`src/logic/char_pkg.sv`:
```
// Serial byte type, character constants, hex character bundle and digit counter type

`default_nettype none

package char_pkg;

    localparam int BYTE_WIDTH = 8;

    typedef logic [BYTE_WIDTH-1:0] byte_t;

    // ASCII codes
    localparam byte_t CHAR_LF      = 8'h0A;
    localparam byte_t CHAR_DIGIT_0 = 8'h30;
    localparam byte_t CHAR_UPPER_A = 8'h41;

    // Data output before the first byte goes out
    localparam byte_t IDLE_BYTE = 8'hFF;

    // Widest hex field
    localparam int MAX_DIGITS = 7;

    // First character in the top byte, unused low bytes zero
    typedef logic [MAX_DIGITS*BYTE_WIDTH-1:0] hex_chars_t;

    // Characters left in a field, 0 to MAX_DIGITS
    typedef logic [$clog2(MAX_DIGITS+1)-1:0] digit_cnt_t;

endpackage

`default_nettype wire

```
`src/logic/meas_pkg.sv`:
```
// Measurement field widths, digit counts, field selector and measurement bundle

`default_nettype none

package meas_pkg;

    // ------------------------------------------------------------------------
    // Field widths
    // ------------------------------------------------------------------------
    localparam int SUM_S_WIDTH  = 20;
    localparam int SUM_XY_WIDTH = 28;

    typedef logic [SUM_S_WIDTH-1:0]  sum_s_t;
    typedef logic [SUM_XY_WIDTH-1:0] sum_xy_t;

    // ------------------------------------------------------------------------
    // Report layout
    // ------------------------------------------------------------------------
    localparam int S_DIGITS     = 5;
    localparam int XY_DIGITS    = 7;
    // Count field, two coordinate fields, line feed
    localparam int REPORT_BYTES = S_DIGITS + 2 * XY_DIGITS + 1;

    // Field order within one report
    typedef enum logic [1:0] {
        FIELD_COUNT    = 2'd0,
        FIELD_COORD_1  = 2'd1,
        FIELD_COORD_2  = 2'd2,
        FIELD_LINE_END = 2'd3
    } field_t;

    // Measurement results from the centroid stage
    typedef struct packed {
        sum_s_t  sum_s;
        sum_xy_t sum_sx;
        sum_xy_t sum_sy;
        sum_xy_t quot_sx;
        sum_xy_t quot_sy;
    } meas_fields_t;

endpackage

`default_nettype wire

```
`src/logic/byte_sender.sv`:
```
// byte_sender: one byte at a time to the UART transmitter with busy handshake

`timescale 1ns/1ps
`default_nettype none

module byte_sender (
    input  wire             CLK,
    input  wire             RST_N,
    input  wire             send,
    input  wire             [char_pkg::BYTE_WIDTH-1:0] send_byte,
    input  wire             tx_busy,
    output logic            ready,
    output logic            done,
    output logic            de,
    output char_pkg::byte_t data
);

    typedef enum logic [1:0] {
        TX_IDLE      = 2'd0,
        TX_PRESENT   = 2'd1,
        TX_WAIT_FALL = 2'd2
    } tx_state_t;

    tx_state_t state;
    logic      busy_q;
    logic      busy_rise;
    logic      busy_fall;

    // ------------------------------------------------------------------------
    // Transmitter busy edges
    // ------------------------------------------------------------------------
    assign busy_rise = tx_busy & ~busy_q;
    assign busy_fall = ~tx_busy & busy_q;

    assign ready = (state == TX_IDLE);

    // ------------------------------------------------------------------------
    // Handshake
    // ------------------------------------------------------------------------
    always_ff @(posedge CLK or negedge RST_N) begin
        if (!RST_N) begin
            state  <= TX_IDLE;
            busy_q <= 1'b0;
            de     <= 1'b0;
            done   <= 1'b0;
            data   <= char_pkg::IDLE_BYTE;
        end else begin
            busy_q <= tx_busy;
            done   <= 1'b0;
            case (state)
                TX_IDLE: begin
                    if (send) begin
                        data  <= send_byte;
                        de    <= 1'b1;
                        state <= TX_PRESENT;
                    end
                end
                TX_PRESENT: begin
                    // Hold de and data until the transmitter takes the byte
                    if (busy_rise) begin
                        de    <= 1'b0;
                        state <= TX_WAIT_FALL;
                    end
                end
                TX_WAIT_FALL: begin
                    if (busy_fall) begin
                        done  <= 1'b1;
                        state <= TX_IDLE;
                    end
                end
                default: begin
                    de    <= 1'b0;
                    state <= TX_IDLE;
                end
            endcase
        end
    end

endmodule

`default_nettype wire

```
`src/logic/eye_report_top.sv`:
```
// eye_report_top: hex encoders, report sequencer and byte sender

`timescale 1ns/1ps
`default_nettype none

module eye_report_top (
    input  wire                         CLK,
    input  wire                         RST_N,
    input  wire                         out_sel,
    input  wire meas_pkg::meas_fields_t fields,
    input  wire                         trig,
    input  wire                         tx_busy,
    output logic                        busy,
    output logic                        de,
    output char_pkg::byte_t             data
);

    char_pkg::hex_chars_t s_chars;
    char_pkg::hex_chars_t sx_chars;
    char_pkg::hex_chars_t sy_chars;
    char_pkg::hex_chars_t qsx_chars;
    char_pkg::hex_chars_t qsy_chars;
    logic                 send;
    char_pkg::byte_t      send_byte;
    logic                 ready;
    logic                 done;

    // ------------------------------------------------------------------------
    // Hex encoders
    // ------------------------------------------------------------------------
    hex_encoder #(
        .value_t (meas_pkg::sum_s_t),
        .DIGITS  (meas_pkg::S_DIGITS)
    ) u_enc_s (
        .CLK   (CLK),
        .RST_N (RST_N),
        .value (fields.sum_s),
        .chars (s_chars)
    );

    hex_encoder #(.value_t(meas_pkg::sum_xy_t), .DIGITS(meas_pkg::XY_DIGITS)) u_enc_sx (
        .CLK(CLK), .RST_N(RST_N), .value(fields.sum_sx), .chars(sx_chars)
    );

    hex_encoder #(.value_t(meas_pkg::sum_xy_t), .DIGITS(meas_pkg::XY_DIGITS)) u_enc_sy (
        .CLK(CLK), .RST_N(RST_N), .value(fields.sum_sy), .chars(sy_chars)
    );

    hex_encoder #(.value_t(meas_pkg::sum_xy_t), .DIGITS(meas_pkg::XY_DIGITS)) u_enc_qsx (
        .CLK(CLK), .RST_N(RST_N), .value(fields.quot_sx), .chars(qsx_chars)
    );

    hex_encoder #(.value_t(meas_pkg::sum_xy_t), .DIGITS(meas_pkg::XY_DIGITS)) u_enc_qsy (
        .CLK(CLK), .RST_N(RST_N), .value(fields.quot_sy), .chars(qsy_chars)
    );

    // ------------------------------------------------------------------------
    // Sequencing and transmitter hand-off
    // ------------------------------------------------------------------------
    report_sequencer u_seq (
        .CLK       (CLK),
        .RST_N     (RST_N),
        .trig      (trig),
        .out_sel   (out_sel),
        .s_chars   (s_chars),
        .sx_chars  (sx_chars),
        .sy_chars  (sy_chars),
        .qsx_chars (qsx_chars),
        .qsy_chars (qsy_chars),
        .ready     (ready),
        .done      (done),
        .send      (send),
        .send_byte (send_byte),
        .busy      (busy)
    );

    byte_sender u_sender (
        .CLK       (CLK),
        .RST_N     (RST_N),
        .send      (send),
        .send_byte (send_byte),
        .tx_busy   (tx_busy),
        .ready     (ready),
        .done      (done),
        .de        (de),
        .data      (data)
    );

endmodule

`default_nettype wire

```
`src/logic/hex_encoder.sv`:
```
// hex_encoder: registered binary to upper-case ASCII hex conversion

`timescale 1ns/1ps
`default_nettype none

module hex_encoder #(
    parameter type value_t = logic [27:0],
    parameter int  DIGITS  = 7
) (
    input  wire                  CLK,
    input  wire                  RST_N,
    input  wire value_t          value,
    output char_pkg::hex_chars_t chars
);

    logic [4*DIGITS-1:0]  digits_value;
    char_pkg::hex_chars_t next_chars;

    function automatic char_pkg::byte_t hex_char(input logic [3:0] nibble);
        if (nibble < 4'd10) begin
            return char_pkg::CHAR_DIGIT_0 + char_pkg::byte_t'(nibble);
        end
        return char_pkg::CHAR_UPPER_A + char_pkg::byte_t'(nibble - 4'd10);
    endfunction

    // Value widened or trimmed to whole nibbles
    assign digits_value = (4*DIGITS)'(value);

    // Most significant nibble into the top byte
    always_comb begin
        next_chars = '0;
        for (int i = 0; i < DIGITS; i++) begin
            next_chars[char_pkg::BYTE_WIDTH*(char_pkg::MAX_DIGITS-1-i) +: char_pkg::BYTE_WIDTH]
                = hex_char(digits_value[4*(DIGITS-1-i) +: 4]);
        end
    end

    always_ff @(posedge CLK or negedge RST_N) begin
        if (!RST_N) begin
            chars <= '0;
        end else begin
            chars <= next_chars;
        end
    end

endmodule

`default_nettype wire

```
`src/logic/report_sequencer.sv`:
```
// report_sequencer: trigger edge detection and field and character sequencing

`timescale 1ns/1ps
`default_nettype none

module report_sequencer (
    input  wire                  CLK,
    input  wire                  RST_N,
    input  wire                  trig,
    input  wire                  out_sel,
    input  wire                  [$bits(char_pkg::hex_chars_t)-1:0] s_chars,
    input  wire                  [$bits(char_pkg::hex_chars_t)-1:0] sx_chars,
    input  wire                  [$bits(char_pkg::hex_chars_t)-1:0] sy_chars,
    input  wire                  [$bits(char_pkg::hex_chars_t)-1:0] qsx_chars,
    input  wire                  [$bits(char_pkg::hex_chars_t)-1:0] qsy_chars,
    input  wire                  ready,
    input  wire                  done,
    output logic                 send,
    output char_pkg::byte_t      send_byte,
    output logic                 busy
);

    logic                 trig_d1;
    logic                 trig_d2;
    logic                 start;
    meas_pkg::field_t     field;
    meas_pkg::field_t     next_field;
    char_pkg::digit_cnt_t remaining;
    char_pkg::digit_cnt_t next_field_count;
    char_pkg::hex_chars_t next_field_chars;
    char_pkg::hex_chars_t shift_reg;
    logic                 wait_done;
    logic                 sel_q;
    logic                 last_char;
    logic                 char_done;

    // ------------------------------------------------------------------------
    // Trigger delay and rising edge
    // ------------------------------------------------------------------------
    assign start = trig_d1 & ~trig_d2;

    assign last_char = (remaining == char_pkg::digit_cnt_t'(1));
    assign char_done = busy & wait_done & done;

    // Top byte goes out first
    assign send_byte = shift_reg[$bits(char_pkg::hex_chars_t)-1 -: char_pkg::BYTE_WIDTH];

    // Field that follows the current one, with its characters
    always_comb begin
        next_field_chars = '0;
        case (field)
            meas_pkg::FIELD_COUNT: begin
                next_field       = meas_pkg::FIELD_COORD_1;
                next_field_count = char_pkg::digit_cnt_t'(meas_pkg::XY_DIGITS);
                next_field_chars = out_sel ? qsx_chars : sx_chars;
            end
            meas_pkg::FIELD_COORD_1: begin
                next_field       = meas_pkg::FIELD_COORD_2;
                next_field_count = char_pkg::digit_cnt_t'(meas_pkg::XY_DIGITS);
                // Same source as the first coordinate
                next_field_chars = sel_q ? qsy_chars : sy_chars;
            end
            meas_pkg::FIELD_COORD_2: begin
                next_field       = meas_pkg::FIELD_LINE_END;
                next_field_count = char_pkg::digit_cnt_t'(1);
                next_field_chars[$bits(char_pkg::hex_chars_t)-1 -: char_pkg::BYTE_WIDTH]
                    = char_pkg::CHAR_LF;
            end
            default: begin
                next_field       = meas_pkg::FIELD_COUNT;
                next_field_count = char_pkg::digit_cnt_t'(meas_pkg::S_DIGITS);
                next_field_chars = s_chars;
            end
        endcase
    end

    // ------------------------------------------------------------------------
    // Control
    // ------------------------------------------------------------------------
    always_ff @(posedge CLK or negedge RST_N) begin
        if (!RST_N) begin
            trig_d1   <= 1'b0;
            trig_d2   <= 1'b0;
            busy      <= 1'b0;
            field     <= meas_pkg::FIELD_COUNT;
            remaining <= '0;
            wait_done <= 1'b0;
            sel_q     <= 1'b0;
            send      <= 1'b0;
        end else begin
            trig_d1 <= trig;
            trig_d2 <= trig_d1;
            send    <= 1'b0;
            if (!busy) begin
                // Edges during a report are dropped here
                if (start) begin
                    busy      <= 1'b1;
                    field     <= meas_pkg::FIELD_COUNT;
                    remaining <= char_pkg::digit_cnt_t'(meas_pkg::S_DIGITS);
                    wait_done <= 1'b0;
                end
            end else if (!wait_done) begin
                if (ready) begin
                    send      <= 1'b1;
                    wait_done <= 1'b1;
                end
            end else if (done) begin
                wait_done <= 1'b0;
                if (!last_char) begin
                    remaining <= remaining - char_pkg::digit_cnt_t'(1);
                end else if (field == meas_pkg::FIELD_LINE_END) begin
                    busy <= 1'b0;
                end else begin
                    field     <= next_field;
                    remaining <= next_field_count;
                    if (field == meas_pkg::FIELD_COUNT) begin
                        sel_q <= out_sel;
                    end
                end
            end
        end
    end

    // ------------------------------------------------------------------------
    // Character shift register
    // ------------------------------------------------------------------------
    always_ff @(posedge CLK) begin
        if (!busy && start) begin
            shift_reg <= s_chars;
        end else if (char_done) begin
            if (last_char) begin
                shift_reg <= next_field_chars;
            end else begin
                shift_reg <= shift_reg << char_pkg::BYTE_WIDTH;
            end
        end
    end

endmodule

`default_nettype wire

```
`config.mk`:
```
export PLATFORM = sky130hd
export DESIGN_NAME = eye_report_top
export DESIGN_NICKNAME = d
export VERILOG_FILES = /design/src/logic/char_pkg.sv /design/src/logic/meas_pkg.sv /design/src/logic/byte_sender.sv /design/src/logic/eye_report_top.sv /design/src/logic/hex_encoder.sv /design/src/logic/report_sequencer.sv
export SDC_FILE = /design/constraint.sdc
export NUM_CORES = 1
export LEC_CHECK = 0
export CAP_MARGIN = 20
export CORE_UTILIZATION = 64
export CTS_BUF_LIST = sky130_fd_sc_hd__clkbuf_16
export CTS_CLUSTER_SIZE = 40
export DETAILED_ROUTE_END_ITERATION = 8
export DONT_BUFFER_PORTS = 1
export PLACE_DENSITY = 0.83
export SYNTH_ARGS = -nofsm -noshare
export SYNTH_HDL_FRONTEND = slang
export SYNTH_SLANG_ARGS = --single-unit
```
`constraint.sdc`:
```
create_clock -name CLK -period 2.85 [get_ports CLK]
set_clock_uncertainty 0.2 [all_clocks]
set_input_delay 0.285 -clock CLK [delete_from_list [all_inputs] [get_ports CLK]]
set_output_delay 0.285 -clock CLK [all_outputs]
set_load 0.005 [all_outputs]
```
Yosys cells after proc, flatten, opt, wreduce, memory -nomap -nowiden
Index checks and enable logic that the tools add are counted.
Storage, ports and cells
  flip-flop bits (word level): 344
  bits of input ports: 137
  output and inout bits: 10
  logic and storage cells: 332
Operators by class
  add/sub/neg operators: 100
  order comparisons: 33
  eq/ne operators: 14
  muxes and demuxes: 142
  bitwise operators: 10
  reduce and logical (&&, ||, !) cells: 13
Operators with widths (number)
  $mux 8: 66
  $mux 56: 5
  $add 7x8->8 const A: 33
  $add 6x4->7 const A: 33
  $sub 4x4->5 const B: 33
  $pmux 48 s3: 1
  $lt 4x4->1 const B: 33
  $mux 1: 50
  $pmux 8 s3: 1
  $mux 2: 9
  $mux 3: 6
  $pmux 2 s3: 2
  $ne 2x1->1 const B: 4
  $eq 2x2->1 const B: 3
  $ne 2x2->1 const B: 3
  $pmux 3 s2: 1
  $reduce_and 3->1: 2
  $reduce_and 6->1: 1
  $and 1x1->1: 5
  $not 1->1: 5
  $reduce_and 5->1: 1
  $eq 2x1->1 const B: 2
  $logic_not 2->1: 2
  $reduce_and 4->1: 1
  other kinds (9): 10

Depth between registers and ports, before layout
Gate-level depths: netlist (run 1).
  depth after elaboration: 8
  mapped depth: 8
  mapped depth without buffers: 7

Cells and area by module
Synthesis (run 1) repeated with hierarchy kept, for this count alone.
Second synthesis, totals
  cells, all modules: 1680
  area, all modules: 17922.2 µm²
By module, submodules not included
  hex_encoder at u_enc_qsx ...: instances 4, cells an instance 239, area an instance 2482.4 µm², sequential area each 1226.2 µm²
  report_sequencer: instances 1, cells an instance 502, area an instance 5574.1 µm², sequential area each 1956.9 µm²
  hex_encoder at u_enc_s: instances 1, cells an instance 187, area an instance 1894.3 µm², sequential area each 875.8 µm²
  byte_sender: instances 1, cells an instance 35, area an instance 524.3 µm², sequential area each 335.3 µm²

Worst setup path before layout (run 1)
Ideal clock, no wire load.
  path kind: flip-flop to flip-flop
  start point: register u_seq.busy
  end point: register u_seq.remaining[1]
  library setup time: 0.122 ns
  data arrival time: 1.820 ns
  required time: 2.528 ns
  setup slack: 0.708 ns
  stages on the path, launching flop included: 7
  path buffers: 1
  clock period less this slack: 2.142 ns
  path through: dfrtp_1 -> buf_6 -> nor3b_4 -> nor2_4 -> inv_2 -> o21ai_1 -> a32o_1
Between the ends
  word-level cells in the longest chain between the ends: 2
  elaborated cells between the ends (all ways): 6
  classes of those cells: eq/ne (3); mux (1); reduce/logical (2)
Ends and longest elaborated chain
  from (decl): RTL line report_sequencer.sv:20  | output logic busy
  from (signal assigned): RTL line report_sequencer.sv:84  | busy <= 1'b0;
  from (signal assigned): RTL line report_sequencer.sv:97  | busy <= 1'b1;
  from (signal assigned): RTL line report_sequencer.sv:112  | busy <= 1'b0;
  $ne 3x3->1 (no source line) (tied with other cells)
  $reduce_and 4->1 (no source line)
  to (signal assigned): RTL line report_sequencer.sv:99  | remaining <= char_pkg::digit_cnt_t'(meas_pkg::S_DIGITS);
  to (signal assigned): RTL line report_sequencer.sv:110  | remaining <= remaining - char_pkg::digit_cnt_t'(1);
  to (signal assigned): RTL line report_sequencer.sv:115  | remaining <= next_field_count;
  to (decl): RTL line report_sequencer.sv:28  | char_pkg::digit_cnt_t remaining;
Several ways; a longest one is shown, not always the timed one.
A chain may end at the register's enable or synchronous reset.

Final worst setup path (run 1)
  start point: register u_seq.field[0]
  end point: register u_seq.sel_q
Between the ends
  word-level cells in the longest chain between the ends: 3
  elaborated cells between the ends (all ways): 4
  classes of those cells: eq/ne (1); bitwise (1); reduce/logical (2)
Ends and longest elaborated chain
  from (decl): RTL line report_sequencer.sv:26  | meas_pkg::field_t field;
  from (signal assigned): RTL line report_sequencer.sv:85  | field <= meas_pkg::FIELD_COUNT;
  from (signal assigned): RTL line report_sequencer.sv:98  | field <= meas_pkg::FIELD_COUNT;
  from (signal assigned): RTL line report_sequencer.sv:114  | field <= next_field;
  $eq 2x2->1: RTL line report_sequencer.sv:111  | end else if (field == meas_pkg::FIELD_LINE_END) begin
  $not 1->1 (no source line)
  $reduce_and 6->1 (no source line) (*)
  to (signal assigned): RTL line report_sequencer.sv:117  | sel_q <= out_sel;
  to (decl): RTL line report_sequencer.sv:33  | logic sel_q;
Every way passes the cells marked *; elsewhere a longest branch is shown, timed or not.

==> metrics.txt, run 1 <==
status finished, violations left; failing checks DRC, hold timing; distinct cell type count of the synthesized netlist 47; Num CTS Buffers 31; Starting DRT DRC Count roughly 1000; die height around 160 um; Tcrit/Tclk final 92.0%; fraction of layout cells with a size suffix above 1 8.39%; # H-tree levels 1; CTS tree built; Min Hold Slack -0.770 ns; Final min period 2.62 ns; top cells by count, synth 247 x dfrtp_1, 245 x nand2_1, 140 x ha_1; total global routing overflow 0; PD cells between 600 and 700 nW/um^2; HPWL after detailed placement about 24000 um; standard-cell rows 58; count leader, synth dfrtp_1; DIE WIDTH 162 um; ranking of synthesized cells by area dfrtp_1 38%, ha_1 11%, edfxtp_1 6.5%; Pleak 8.30 nW; Buffers on Ports 0; crit-path cells inv_1 > ha_2 > nand2_1 > mux2_1 > dlygate4sd3_1; RSZ-0062 raised after global routing false; post-synth top area cell dfrtp_1; RePlAce Congestion ~0.87; Max stage delay cell, worst path ha_2; Largest stage delay, worst path 0.60 ns; Clock transition at path regs 0.07 ns; hold crit path type primary input to async pin; Post-CTS Setup Bufs 0; Final #Nets 2019; WL per Instance 19.9 um; syn nets approximately 1800; Fmax between 300 and 400 MHz; largest net degree at the start of global routing 256; Initial Util 65.1%; worst path required time 3.09 ns; area of the core approximately 25000 sq um; endpoint type of the worst setup path register; cells after synthesis 1567; Max Fanout on Critical Path 28; Crit Path Class register to register; first-pass detailed-route iteration total 8; Slew Viols, Final 0; fill count ~1400; Die Area 26100 sq um; ANT nets after route 0; Routed WL about 42000 um; Final Hold Fails approximately 260; YS warnings 0; setup TNS 0 ns; clk sinks 304; Critical Path Start Type register; final setup fails 0; GRT Total Usage a little under a third; share of the synthesized area in the top cell type approximately 38%; synth-to-layout area growth 19.9%; number of global-route vias before repair 13200; Syn Area/Cell 10.4 sq um; synthesized cell area 16300 sq um; Async SR Flop Fraction 83.9%; Root Driver clkbuf_16; via-per-instance ratio 6.01; top_reg_cell synth dfrtp_1; DRC 4; via count around 13000; CP arrival ~2.9 ns; clk buf depth 3; Max-slew headroom between 50 and 60%; max_cap viols 0; I/O pin count about 150; peak supply drop around 0.00048 V; Post-synth EDFFs 35; Least-Margin Pin Slew 0.731 ns; clk_lat worst skew 0.57 ns; Yosys reg bits 304; sequential share of the synthesized area 47.4%; first-pass GRT wire length 66000 um; Post-Route Utilization 78.0%; antenna violations before repair 0
-- cells in the final DEF, fill, tap and decap left out, types with 5 or more instances in the layout --
cell type	netlist	final
a21boi_0	33	33
a21oi_1	38	38
a221oi_1	34	34
a22oi_1	21	21
buf_4	3	13
clkbuf_16	0	31
clkinv_1	0	5
clkinv_2	0	7
dfrtp_1	247	246
dfstp_2	8	8
dfxtp_1	14	14
dlygate4sd3_1	0	207
edfxtp_1	35	35
ha_1	140	139
inv_1	106	113
mux2_1	33	33
mux2_2	72	72
nand2_1	245	245
nand3_1	36	36
nand3b_1	34	34
nor2_1	41	41
o21ai_0	103	103
o21ai_1	54	54
o221ai_1	33	33
xnor2_1	33	33
xor2_1	99	99
-- cells by family after synthesis --
kind of cell    after synthesis  synth area share (%)
fa+ha+maj                   140                  10.8
flops                       304                  47.4
xor+xnor                    132                  7.10
buf+inv                     187                  4.69
compound gates              329                  12.8
simple gates                369                  9.87
mux                         106                  7.35
-- critical path: cells and delay by family, from the launching register on --
family,cells,cell delay [ns]
muxes,1,0.37
DFF,1,0.46
buffers and inverters,2,0.71
and+or+nand+nor,1,0.17
adders and majority gates,1,0.60
-- stage by stage --
| step | instances | area [sq um] | worst slack, ns | hold slack (ns) | total power, mW |
|---|---|---|---|---|---|
| floorplan | 1567 | 16300 | 0.708 | -0.211 | 7.04 |
| global placement | 1831 | 16400 | 0.612 | -0.201 | 7.51 |
| detailed placement | 1831 | 16400 | 0.502 | -0.198 | 7.64 |
| CTS | 2094 | 19500 | 0.259 | -0.790 | 12.0 |
| global route | 2095 | 19500 | 0.105 | -0.784 | 12.5 |
| finish | 2096 | 19500 | 0.229 | -0.770 | 12.1 |
-- repair_timing --
item | in CTS | in global routing
hold endpoints to repair | 527 | 256
resized for setup | 0 | 0
endpoints found under the setup margin | 0 | 0
hold buffers | 207 | 1
-- final cells by class --
type                       instances  area (sq um)  area share [%]
sequential                       304          7720            39.5
inverter                         108           405            2.08
timing repair buffer             221          2190            11.2
clock buffer                      31           776            3.97
antenna                            1          2.50          0.0128
tap                              330           413            2.11
clock inverter                    25           213            1.09
multi-input combinational       1076          7810            40.0
-- power by group --
group	internal [mW]	total, mW	switching, mW
Clock	2.32	4.02	1.70
Combinational	1.21	2.83	1.62
Sequential	4.93	5.23	0.299
-- worst paths after layout --
kind                                start             endpoint  slack [ns]  cells after the start
min in group CLK                  out_sel  u_seq.shift_reg[45]        0.04                      3
min reg2reg                 u_seq.trig_d1        u_seq.trig_d2        0.21                      0
min                                 RST_N    u_sender.state[1]       -0.77                      0
max in group asynchronous           RST_N  u_enc_qsy.chars[43]        2.62                      0
max                        u_seq.field[0]          u_seq.sel_q        0.23                      5
max reg2reg                u_seq.field[0]          u_seq.sel_q        0.23                      5
-- routing by layer --
| metal | vias to the layer above | track usage (%) | wire [um] |
|---|---|---|---|
| li1 | 5743 | - | - |
| met4 | 0 | 14.9 | 1890 |
| met3 | 158 | 4.80 | 2380 |
| met2 | 527 | 56.9 | 21300 |
| met5 | - | 0 | 0 |
| met1 | 6161 | 38.0 | 16100 |
Note: power is estimated with default switching activity, not from simulation.
==> run 2: changes to the inputs <==
--- a/config.mk
+++ b/config.mk
@@ -7,7 +7,6 @@
 export LEC_CHECK = 0
 export CAP_MARGIN = 20
 export CORE_UTILIZATION = 64
-export CTS_BUF_LIST = sky130_fd_sc_hd__clkbuf_16
 export CTS_CLUSTER_SIZE = 40
 export DETAILED_ROUTE_END_ITERATION = 8
 export DONT_BUFFER_PORTS = 1
==> run 2 against run 1 <==
Net effect: the flow still finishes with violations (DRC, hold timing); register-to-register slack about the same; sequential cell count unchanged; via count up 0.17%; design area unchanged; maximum frequency down 0.21%; critical path depth unchanged; routed wire length down 0.66%; global-route usage down 0.11 points; clock power up 5%; combinational power about the same; highest routed layer unchanged.
==> metrics.txt, run 2 (synthesis gave the netlist of run 1 again) <==
HPWL after detailed placement 24200 um; Root Driver clkbuf_16; worst path required time around 3.1 ns; PostCTS Resize Cnt 0; area of the core around 25000 sq um; status finished, violations left; Max Fanout on Critical Path 28; Least-Margin Pin Slew 0.606 ns; internal power 8.63 mW; GRT Total Usage 31.8%; Crit Path Class register to register; Die Area 26100 sq um; Max-slew headroom 59.6%; CP arrival between 2 and 3 ns; failing checks DRC, hold timing; Buffers on Ports 0; Final #Nets 2013; Critical Path Start Type register; Final Hold Fails 255; CTS Hold Buffers Added slightly above 200; DRC 4; CTS tree built; met3 usage 5.01%; final setup fails 0; hold crit path type primary input to async pin; clk buf depth 3; I/O pin count 147; DIE WIDTH 162 um; Post-Route Utilization 78.0%; Min Hold Slack -0.779 ns; standard-cell rows 58; net load switching power about 3.6 mW; antenna violations before repair 0; endpoint type of the worst setup path register; PD cells 627 nW/um^2; WL per Instance 19.8 um; clk sinks 304; Final min period 2.63 ns; fill count 1405; first-pass detailed-route iteration total 8; max_cap viols 0; ANT nets after route 0; sequential share of power 42.7%; synth-to-layout area growth 19.9%; Tcrit/Tclk final 92.2%; # H-tree levels 1; combinational fraction of design power a little under a quarter; largest net degree at the start of global routing 256; Slew Viols, Final 0; total global routing overflow 0; switching part of the total power 29.5%; die height ~160 um; commonest non-fill, non-tap cell in the layout dfrtp_1; Pleak a little over 8 nW; first-pass GRT wire length 66100 um; Routed WL 41400 um; Post-CTS Setup Bufs 0; clk_lat worst skew 0.57 ns; via count 12600; busiest metal layer after global routing met2; peak supply drop 0.000471 V; setup TNS 0 ns; fraction of layout cells with a size suffix above 1 ~8.7%; Fmax ~380 MHz; clock share of power between 30 and 40%; via-per-instance ratio 6.03; Starting DRT DRC Count between 1000 and 1500; Initial Util 65.1%; commonest non-fill, non-tap cells in the layout 246 x dfrtp_1, 245 x nand2_1, 201 x dlygate4sd3_1; Num CTS Buffers 31; RePlAce Congestion just under 0.9; r2r worst-path depth 5; met2 Usage GRT 56.6%; RSZ-0062 raised after global routing false; Clock transition at path regs 0.07 ns; number of global-route vias before repair 13200; met1 GRT Util 38.2%
## run 2: critical path: stages (launching register included)
cell	delay, ns
dfrtp_1	0.46
inv_1	0.14
ha_2	0.59
nand2_1	0.17
mux2_1	0.37
dlygate4sd3_1	0.57
## run 2: area by class of cell
| cell class | instances | area [sq um] | area share, % |
|---|---|---|---|
| clock buffer | 44 | 885 | 4.53 |
| timing repair buffer | 215 | 2130 | 10.9 |
| inverter | 108 | 405 | 2.08 |
| clock inverter | 12 | 164 | 0.839 |
| multi-input combinational | 1076 | 7810 | 40.0 |
| antenna | 1 | 2.50 | 0.0128 |
| tap | 330 | 413 | 2.11 |
| sequential | 304 | 7720 | 39.5 |
## run 2: final timing paths
kind                       slack (ns)      startpoint                  end
setup / recovery                 0.22  u_seq.field[0]          u_seq.sel_q
hold / removal                  -0.78           RST_N  u_enc_qsx.chars[54]
setup reg to reg                 0.22  u_seq.field[0]          u_seq.sel_q
hold reg to reg                  0.21   u_seq.trig_d1        u_seq.trig_d2
max in group asynchronous        2.87           RST_N   u_enc_sy.chars[22]
min in group CLK                 0.01         out_sel  u_seq.shift_reg[52]
## run 2: layer usage
metal  up-vias  share of wire (%)
li1       5738                  -
met1      6130                 38
met2       575                 51
met3       168                6.4
met4         0                4.1
met5         -                  0
## run 2: metrics by stage
step	setup WS (ns)	cells	total power, mW	instance area, sq um
6_report	0.223	2090	12.2	19500
5_1_grt	0.114	2089	12.7	19500
4_1_cts	0.259	2089	12.1	19500
3_5_place_dp	0.502	1831	7.64	16400
3_3_place_gp	0.612	1831	7.51	16400
2_1_floorplan	0.708	1567	7.04	16300
## run 2: power groups by stage
stage,clock (mW),combinational (mW),sequential (mW)
after global placement,0,2.25,5.26
after global routing,4.39,3.05,5.27
after floorplan,0,1.89,5.15
after CTS,4.20,2.72,5.21
after detailed placement,0,2.36,5.28
final,4.21,2.81,5.23
